--- src/hdl/fpadd_pkg.sv ---
// Float field types, operation codes and stage payloads shared by every stage of the adder
package fpadd_pkg;

	typedef logic [7:0] float_exp_t;
	typedef logic [22:0] float_mant_t;

	typedef struct packed {
		logic        sign;
		float_exp_t  exp;
		float_mant_t mant;
	} float_t;

	// Implicit one, stored mantissa, then guard, round and sticky positions
	typedef logic [26:0] mant_ext_t;

	localparam float_exp_t FLOAT_EXP_BIAS = 8'd127;
	localparam float_exp_t FLOAT_EXP_MAX = 8'd255;
	localparam float_t FLOAT_NAN = 32'h7f800001;

	typedef enum logic [1:0] {
		OP_ADD  = 2'd0,
		OP_SUB  = 2'd1,
		OP_ITOF = 2'd2
	} fp_op_e;

	localparam int MAX_SHIFT = 32;
	typedef logic [5:0] shift_t;

	// Bit 30 of a converted integer lands on the implicit one
	localparam float_exp_t INT_EXP_REF = FLOAT_EXP_BIAS + 8'd30;

	typedef struct packed {
		logic exp_zero;
		logic exp_max;
		logic mant_zero;
	} float_class_t;

	function automatic float_class_t classify_float(float_t f);
		float_class_t c;
		c.exp_zero = (f.exp == '0);
		c.exp_max = (f.exp == FLOAT_EXP_MAX);
		c.mant_zero = (f.mant == '0);
		return c;
	endfunction

	// NaN and infinity share one slow path
	function automatic logic is_special(float_class_t c);
		return c.exp_max;
	endfunction

	typedef struct packed {
		fp_op_e       op;
		logic         slow;
		logic         zero;
		float_t       max;
		float_t       min;
		float_class_t max_class;
		float_class_t min_class;
		shift_t       shift;
	} align_out_t;

	typedef struct packed {
		fp_op_e    op;
		logic      slow;
		logic      zero;
		float_t    max;
		mant_ext_t max_mant;
		mant_ext_t min_mant;
		logic      min_sign;
		logic      sticky;
		logic      int_sign;
	} addsub_in_t;

	typedef struct packed {
		fp_op_e      op;
		logic        slow;
		logic        zero;
		float_exp_t  exp;
		logic        sign;
		logic [31:0] sum;
		logic        sticky;
	} addsub_out_t;

	typedef struct packed {
		addsub_out_t hold;
		shift_t      shift;
	} clz_out_t;

	typedef struct packed {
		fp_op_e op;
		logic   slow;
		logic   zero;
		float_t val;
		logic   guard;
		logic   round;
		logic   sticky;
		logic   overflow;
	} norm_out_t;

	typedef norm_out_t round_in_t;

endpackage

--- src/hdl/fpadd_align.sv ---
// First three adder stages that order the operands and right-align the smaller mantissa
`timescale 1ns/10ps

module fpadd_align (
	input  logic                   clk,
	input  logic                   in_valid,
	input  fpadd_pkg::fp_op_e      op,
	input  fpadd_pkg::float_t      a,
	input  fpadd_pkg::float_t      b,
	output fpadd_pkg::addsub_in_t  out
);
	import fpadd_pkg::*;

	localparam mant_ext_t MANT_ONES = '1;

	float_t b_eff;
	float_class_t a_cls;
	float_class_t b_cls;
	logic b_first;
	align_out_t s1;
	align_out_t s2;
	float_exp_t exp_diff;
	mant_ext_t min_full;

	// Zero exponent reads as zero, so the implicit one is dropped too
	function automatic mant_ext_t prepare_mant(float_t f, float_class_t c);
		if (c.exp_zero)
			return '0;
		return {1'b1, f.mant, 3'b000};
	endfunction

	always_comb begin
		b_eff = b;
		if (op == OP_SUB)
			b_eff.sign = ~b.sign;
	end

	assign a_cls = classify_float(a);
	assign b_cls = classify_float(b);

	// Magnitude first, then the positive operand wins a tie
	assign b_first = (op != OP_ITOF) &&
		({b_eff.exp, b_eff.mant, ~b_eff.sign} > {a.exp, a.mant, ~a.sign});

	always_ff @(posedge clk) begin
		if (in_valid) begin
			s1.op <= op;
			s1.max <= b_first ? b_eff : a;
			s1.min <= b_first ? a : b_eff;
			s1.max_class <= b_first ? b_cls : a_cls;
			s1.min_class <= b_first ? a_cls : b_cls;
			s1.shift <= '0;
			s1.slow <= (op != OP_ITOF) && (is_special(a_cls) || is_special(b_cls));
			if (op == OP_ITOF)
				s1.zero <= a_cls.exp_zero & a_cls.mant_zero & ~a.sign;
			else
				s1.zero <= a_cls.exp_zero & b_cls.exp_zero;
		end
	end

	assign exp_diff = s1.max.exp - s1.min.exp;

	always_ff @(posedge clk) begin
		s2 <= s1;
		if (exp_diff > float_exp_t'(MAX_SHIFT))
			s2.shift <= shift_t'(MAX_SHIFT);
		else
			s2.shift <= exp_diff[5:0];
	end

	assign min_full = prepare_mant(s2.min, s2.min_class);

	always_ff @(posedge clk) begin
		out.op <= s2.op;
		out.slow <= s2.slow;
		out.zero <= s2.zero;
		out.max <= s2.max;
		out.max_mant <= prepare_mant(s2.max, s2.max_class);
		out.min_mant <= min_full >> s2.shift;
		out.min_sign <= s2.min.sign;
		out.sticky <= |(min_full & ~(MANT_ONES << s2.shift));
		out.int_sign <= s2.max.sign;

		// Integer conversion works on the magnitude
		if (s2.op == OP_ITOF && s2.max.sign)
			out.max <= float_t'(-s2.max);
	end

endmodule

--- src/hdl/fpadd_mant_add.sv ---
// Adder stage that adds or subtracts the aligned mantissas or loads an integer magnitude
`timescale 1ns/10ps

module fpadd_mant_add (
	input  logic                   clk,
	input  fpadd_pkg::addsub_in_t  in,
	output fpadd_pkg::addsub_out_t out
);
	import fpadd_pkg::*;

	logic [31:0] max_word;
	logic [31:0] min_word;

	// Top bit stays clear to catch the carry of an addition
	assign max_word = {1'b0, in.max_mant, 4'b0000};

	// Lost alignment bits are jammed into the lowest position
	assign min_word = {1'b0, in.min_mant | mant_ext_t'(in.sticky), 4'b0000};

	always_ff @(posedge clk) begin
		out.op <= in.op;
		out.slow <= in.slow;
		out.zero <= in.zero;

		if (in.op == OP_ITOF) begin
			out.exp <= INT_EXP_REF;
			out.sign <= in.int_sign;
			out.sum <= in.max;
			out.sticky <= 1'b0;
		end else begin
			out.exp <= in.max.exp;
			out.sign <= in.max.sign;
			out.sticky <= in.sticky;

			// The effective operation comes from the two signs
			if (in.max.sign ^ in.min_sign)
				out.sum <= max_word - min_word;
			else
				out.sum <= max_word + min_word;
		end
	end

endmodule

--- src/hdl/fpadd_clz.sv ---
// Pipelined leading-zero count of the mantissa sum with the payload delayed alongside
`timescale 1ns/10ps

module fpadd_clz #(
	parameter int CLZ_STAGES = 4
) (
	input  logic                   clk,
	input  fpadd_pkg::addsub_out_t in,
	output fpadd_pkg::clz_out_t    out
);
	import fpadd_pkg::*;

	// Pair merges from single bits up to the whole word
	localparam int LEVELS = 5;

	typedef shift_t [31:0] cnt_vec_t;

	cnt_vec_t leaf;
	cnt_vec_t cnt [CLZ_STAGES];
	addsub_out_t hold [CLZ_STAGES];

	function automatic int level_bound(int s);
		return (s * LEVELS) / CLZ_STAGES;
	endfunction

	// Entry 0 is the most significant group, merged in place
	function automatic cnt_vec_t merge_levels(cnt_vec_t c, int first, int last);
		cnt_vec_t r;
		int w;
		r = c;
		for (int l = first; l < last; l++) begin
			w = 1 << l;
			for (int g = 0; g < (16 >> l); g++) begin
				if (r[2 * g] == shift_t'(w))
					r[g] = shift_t'(w) + r[2 * g + 1];
				else
					r[g] = r[2 * g];
			end
		end
		return r;
	endfunction

	always_comb begin
		for (int i = 0; i < 32; i++)
			leaf[i] = {5'b00000, ~in.sum[31 - i]};
	end

	always_ff @(posedge clk) begin
		cnt[0] <= merge_levels(leaf, 0, level_bound(1));
		hold[0] <= in;
		for (int s = 1; s < CLZ_STAGES; s++) begin
			cnt[s] <= merge_levels(cnt[s - 1], level_bound(s), level_bound(s + 1));
			hold[s] <= hold[s - 1];
		end
	end

	assign out.hold = hold[CLZ_STAGES - 1];
	assign out.shift = cnt[CLZ_STAGES - 1][0];

endmodule

--- src/hdl/fpadd_normalize.sv ---
// Left normalization stage that shifts out leading zeros and corrects the exponent
`timescale 1ns/10ps

module fpadd_normalize (
	input  logic                 clk,
	input  fpadd_pkg::clz_out_t  in,
	output fpadd_pkg::norm_out_t out
);
	import fpadd_pkg::*;

	logic [31:0] shifted;

	assign shifted = in.hold.sum << in.shift;

	always_ff @(posedge clk) begin
		out.op <= in.hold.op;
		out.slow <= in.hold.slow;
		out.val.sign <= in.hold.sign;

		// Bit 31 is the implicit one after the shift
		{out.val.mant, out.guard, out.round} <= shifted[30:6];
		out.sticky <= in.hold.sticky | (|shifted[5:0]);

		// Carry position is the reference, hence the plus one
		{out.overflow, out.val.exp} <=
			{1'b0, in.hold.exp} - {3'b000, in.shift} + 9'd1;

		// Count of 32 means the sum is all zeros
		out.zero <= in.hold.zero | in.shift[5];
	end

endmodule

--- src/hdl/fpadd_round.sv ---
// Nearest-even rounding, exponent step after rounding and special-result encoding
`timescale 1ns/10ps

module fpadd_round (
	input  logic                  clk,
	input  fpadd_pkg::round_in_t  in,
	output fpadd_pkg::float_t     q
);
	import fpadd_pkg::*;

	float_t r_val;
	logic r_slow;
	logic r_zero;
	logic r_step;

	float_t n_val;
	logic n_slow;
	logic n_zero;
	logic n_overflow;
	float_class_t n_class;

	always_ff @(posedge clk) begin
		r_val <= in.val;
		r_zero <= in.zero;
		r_slow <= in.slow | (in.overflow & ~in.zero);
		r_step <= 1'b0;

		// Ties go to the even mantissa
		if (in.guard && (in.round || in.sticky || in.val.mant[0]))
			{r_step, r_val.mant} <= {1'b0, in.val.mant} + 24'd1;
	end

	always_ff @(posedge clk) begin
		n_val <= r_val;
		n_slow <= r_slow;
		n_zero <= r_zero;
		n_overflow <= 1'b0;

		// Mantissa wrapped to zero, so 1.0 at the next exponent
		if (r_step)
			{n_overflow, n_val.exp} <= {1'b0, r_val.exp} + 9'd1;
	end

	assign n_class = classify_float(n_val);

	always_ff @(posedge clk) begin
		if (n_slow || n_overflow || is_special(n_class))
			q <= FLOAT_NAN;
		else if (n_zero)
			q <= '{sign: n_val.sign, exp: '0, mant: '0};
		else if (n_class.exp_zero)
			q <= FLOAT_NAN;
		else
			q <= n_val;
	end

endmodule

--- src/hdl/fpadd_top.sv ---
// Top level of the pipelined float adder that chains the stages and delays the valid bit
`timescale 1ns/10ps

module fpadd_top #(
	parameter int CLZ_STAGES = 4
) (
	input  logic              clk,
	input  logic              rst_n,
	input  logic              in_valid,
	input  fpadd_pkg::fp_op_e op,
	input  fpadd_pkg::float_t a,
	input  fpadd_pkg::float_t b,
	output logic              out_valid,
	output fpadd_pkg::float_t q
);
	import fpadd_pkg::*;

	// Align 3, add 1, count CLZ_STAGES, normalize 1, round 3
	localparam int LATENCY = 8 + CLZ_STAGES;

	addsub_in_t align_q;
	addsub_out_t add_q;
	clz_out_t clz_q;
	norm_out_t norm_q;
	logic [LATENCY-1:0] valid_pipe;

	fpadd_align align_i (
		.clk(clk),
		.in_valid(in_valid),
		.op(op),
		.a(a),
		.b(b),
		.out(align_q)
	);

	fpadd_mant_add mant_add_i (
		.clk(clk),
		.in(align_q),
		.out(add_q)
	);

	fpadd_clz #(
		.CLZ_STAGES(CLZ_STAGES)
	) clz_i (
		.clk(clk),
		.in(add_q),
		.out(clz_q)
	);

	fpadd_normalize normalize_i (
		.clk(clk),
		.in(clz_q),
		.out(norm_q)
	);

	fpadd_round round_i (
		.clk(clk),
		.in(norm_q),
		.q(q)
	);

	always_ff @(posedge clk or negedge rst_n) begin
		if (!rst_n)
			valid_pipe <= '0;
		else
			valid_pipe <= {valid_pipe[LATENCY-2:0], in_valid};
	end

	assign out_valid = valid_pipe[LATENCY-1];

endmodule

--- config.mk ---
export PLATFORM = sky130hd
export DESIGN_NAME = fpadd_top
export DESIGN_NICKNAME = d
export VERILOG_FILES = /design/src/hdl/fpadd_pkg.sv /design/src/hdl/fpadd_align.sv /design/src/hdl/fpadd_mant_add.sv /design/src/hdl/fpadd_clz.sv /design/src/hdl/fpadd_normalize.sv /design/src/hdl/fpadd_round.sv /design/src/hdl/fpadd_top.sv
export SDC_FILE = /design/constraint.sdc
export NUM_CORES = 1
export LEC_CHECK = 0
export BUFFER_PORTS_ARGS = -buffer_cell sky130_fd_sc_hd__buf_4
export CAP_MARGIN = 20
export CORE_MARGIN = 8
export CORE_UTILIZATION = 65
export DETAILED_ROUTE_END_ITERATION = 10
export GPL_TIMING_DRIVEN = 0
export PLACE_DENSITY = 0.83
export SLEW_MARGIN = 15
export SYNTH_ARGS = -nofsm -noshare
export SYNTH_HDL_FRONTEND = slang
export SYNTH_SLANG_ARGS = --single-unit
--- constraint.sdc ---
create_clock -name clk -period 5.7 [get_ports clk]
set_input_delay 1.425 -clock clk [delete_from_list [all_inputs] [get_ports clk]]
set_output_delay 1.425 -clock clk [all_outputs]
set_load 0.05 [all_outputs]
==> impl_metrics.toml <==
[worst_setup_path]
cp_top_family = "compound AO/OA/AOI/OAI gates"
worst-endpoint-arrival_ns = 4.22
setup.worst_path.class = "in2reg"
cp-end-kind = "flop"
critical_path.slowest_cell = "xnor2_1"
crit_buf_inv = 2
cpPeakStageDelay_ns = 0.40
start_kind = "input port"
cp_max_fo = 10
crit_required_ns = 6.04
crit_chain = "buf_4, nand2b_1, xnor2_1, ha_1, nor2b_1, o21ai_1, nand2b_1, a21oi_1, o21ai_1, a221oi_1, o21ai_0, a31o_2, clkbuf_1, mux2_2"

[finish]
final_cell_mix = "592 x dfxtp_1, 214 x nor2_1, 159 x nand2_1"
nFillCells = 2499
multiInputGateArea_mm2 = 0.0101
syn_to_final_growth_pct = 14.1
layout.nets = 2697
register_area_mm2 = 0.0143
antenna_cells = 0
layout_commonest_cell = "dfxtp_1"
utilization = 0.749
drive_above_1_share = 0.125

[drt]
drcViolationCount = 0
drt-initial-drc-count = 1377
vias = 17900
postRouteAntennaNets = 0
vias_per_cell = 5.78
wl_um = 62600
wl_per_cell_um = 20.3
firstDrtPassIters = 8

[clock_tree]
cts_buffers = 61
clk_path_buf_depth = 3
clock_latency_ns = 0.64
cts-root-buf = "clkbuf_16"
cts_resized = 0
cts_hold_buf = 0
clkSinkCount = 674
postCtsSetupBuffers = 0
cts_tree = "done"
htreeDepth = 2
clk_pin_slew_ns = 0.06

[global_route]
antenna_found_initial = 0
grt_overflow_total = 0
grt_pass1_vias = 18500
grt_max_degree = 72
grt_pass1_wl_um = 97000
grt_util_all_layers = 0.275

[placement]
routabilityCongestion = 0.969
dp_hpwl_um = 47000
numPortBuffers = 101

[synthesis]
ys_seq_area_frac = 0.564
synth_cell_types = 92
ys_warn_count = 0
async_flop_share = 0.0178
ys.flop_type = "dfxtp_1"
synth_edf_count = 70
ys_ff_latch = 674
synth_area_per_cell_um2 = 10.7
syn_nets = 2532
netlist_area_mm2 = 0.0253
postSynthCellCount = 2356

[sta]
final.setup.tns_ns = 0
finalHoldViolations = 0
fin_skew_ns = 0.0444
worst_pin_slew_ns = 0.895
fin_crit_sh = 0.680
maxSlewHeadroom = 0.404
slew_viol_final = 0
setup_violations = 0
fin_crit_ns = 3.88
clock.fmax_mhz = 258
rsz0062_at_grt = "no"

[pwr]
vdd_drop_max_mv = 0.333
power.leakage_nw = 12.0
sw_frac_of_total = 0.311
powerDensity_mw_per_mm2 = 495
p_int_mw = 9.84
pwr-share-clk = 0.293
p_sw_mw = 4.43
combPwrFrac = 0.236
seq_power_share = 0.471

[status]
outcome = "completed"

[floorplan]
die_w_um = 213
num_rows = 72
die_area_mm2 = 0.0454
start_util = 0.657
ios = 102
core_area_mm2 = 0.0385
fp.dieH_um = 213

[worst_hold_path]
hold_class = "reg2reg"

[job]
drv_cap = 0
-- synth_stat cells (19+ instances only) --
library cell  number  area (um^2)
mux4_2            21          473
edfxtp_1          70         2100
o21ai_0           81          405
a211oi_1          38          285
and3_1            34          213
xor2_1            33          289
a21o_1            19          143
clkbuf_1          63          236
nand2_1          159          597
dfxtp_1          592        11900
nand4_1           23          144
ha_1             104         1300
a21oi_1          147          736
mux2_1            38          428
nor3_1            36          180
and2_1            41          257
mux2_2            37          417
nand3_1           38          190
mux2i_1           42          420
nor2b_1           64          400
inv_1            121          454
nor2_1           214          803
nor4_1            23          144
xnor2_1           60          526
-- path summary, 6_finish.rpt --
kind                                            from                          to  slack, ns  cells after the start
min                        clz_i.hold[1][11]$_DFF_P_   clz_i.hold[2][11]$_DFF_P_       0.29                      0
max                                            op[1]    align_i.s1[31]$_DFFE_PP_       1.82                     14
min reg2reg                clz_i.hold[1][11]$_DFF_P_   clz_i.hold[2][11]$_DFF_P_       0.29                      0
max in group asynchronous                      rst_n     valid_pipe[6]$_DFF_PN0_       4.93                      1
max reg2reg                  clz_i.cnt[3][2]$_DFF_P_  normalize_i.out[0]$_DFF_P_       2.24                     12
min in group asynchronous                      rst_n     valid_pipe[2]$_DFF_PN0_       0.61                      1
-- layer usage --
layer  share of wire  GRT usage  vias to the layer above
met5               0          0                        -
met1            0.36      0.277                     8447
met3           0.048     0.0427                      236
met4           0.071      0.177                        0
li1                -          -                     8482
met2            0.52      0.520                      703
-- flip-flops by register name, indices dropped and copies added (netlist names), 12 cells and up --
| signal | cells |
|---|---|
| align_i.out | 90 |
| align_i.s1 | 70 |
| align_i.s2 | 68 |
| clz_i.cnt | 78 |
| clz_i.hold | 172 |
| mant_add_i.out | 44 |
| normalize_i.out | 38 |
| round_i.n_val | 32 |
| round_i.q | 32 |
| round_i.r_val | 32 |
| valid_pipe | 12 |
-- final cells by class --
| class | instances | area share |
|---|---|---|
| sequential | 674 | 0.495 |
| multi-input combinational | 1466 | 0.351 |
| clock buffer | 89 | 0.0640 |
| timing repair buffer | 102 | 0.0264 |
| tap | 518 | 0.0225 |
| inverter | 124 | 0.0162 |
| buffer | 92 | 0.0145 |
| clock inverter | 27 | 0.0103 |
-- per-stage QoR --
stage	setup WS [ns]	cells	power, mW	cell area (um^2)	hold slack [ns]
6_report	1.82	3092	14.3	28800	0.288
5_1_grt	1.65	3092	14.9	28800	0.293
4_1_cts	1.86	3092	14.3	28800	0.284
3_5_place_dp	1.27	2976	10.1	26700	0.312
3_3_place_gp	1.31	2975	9.90	26700	0.310
2_1_floorplan	1.97	2356	8.91	25300	0.310
-- logic make-up after synthesis --
family | count (synthesis) | synth area share
fa+ha+maj | 107 | 0.0539
xor+xnor | 93 | 0.0322
mux | 138 | 0.0688
flops | 674 | 0.564
simple gates | 696 | 0.135
buf+inv | 216 | 0.0350
compound gates | 432 | 0.110
-- power by group through the flow --
stage	logic, mW	registers, mW	clock network (mW)
floorplan	2.21	6.70	0
global placement	3.20	6.70	0
detailed placement	3.26	6.80	0
CTS	3.32	6.73	4.22
global route	3.63	6.85	4.43
finish	3.37	6.72	4.17
Power figures use the tool's default switching activity.
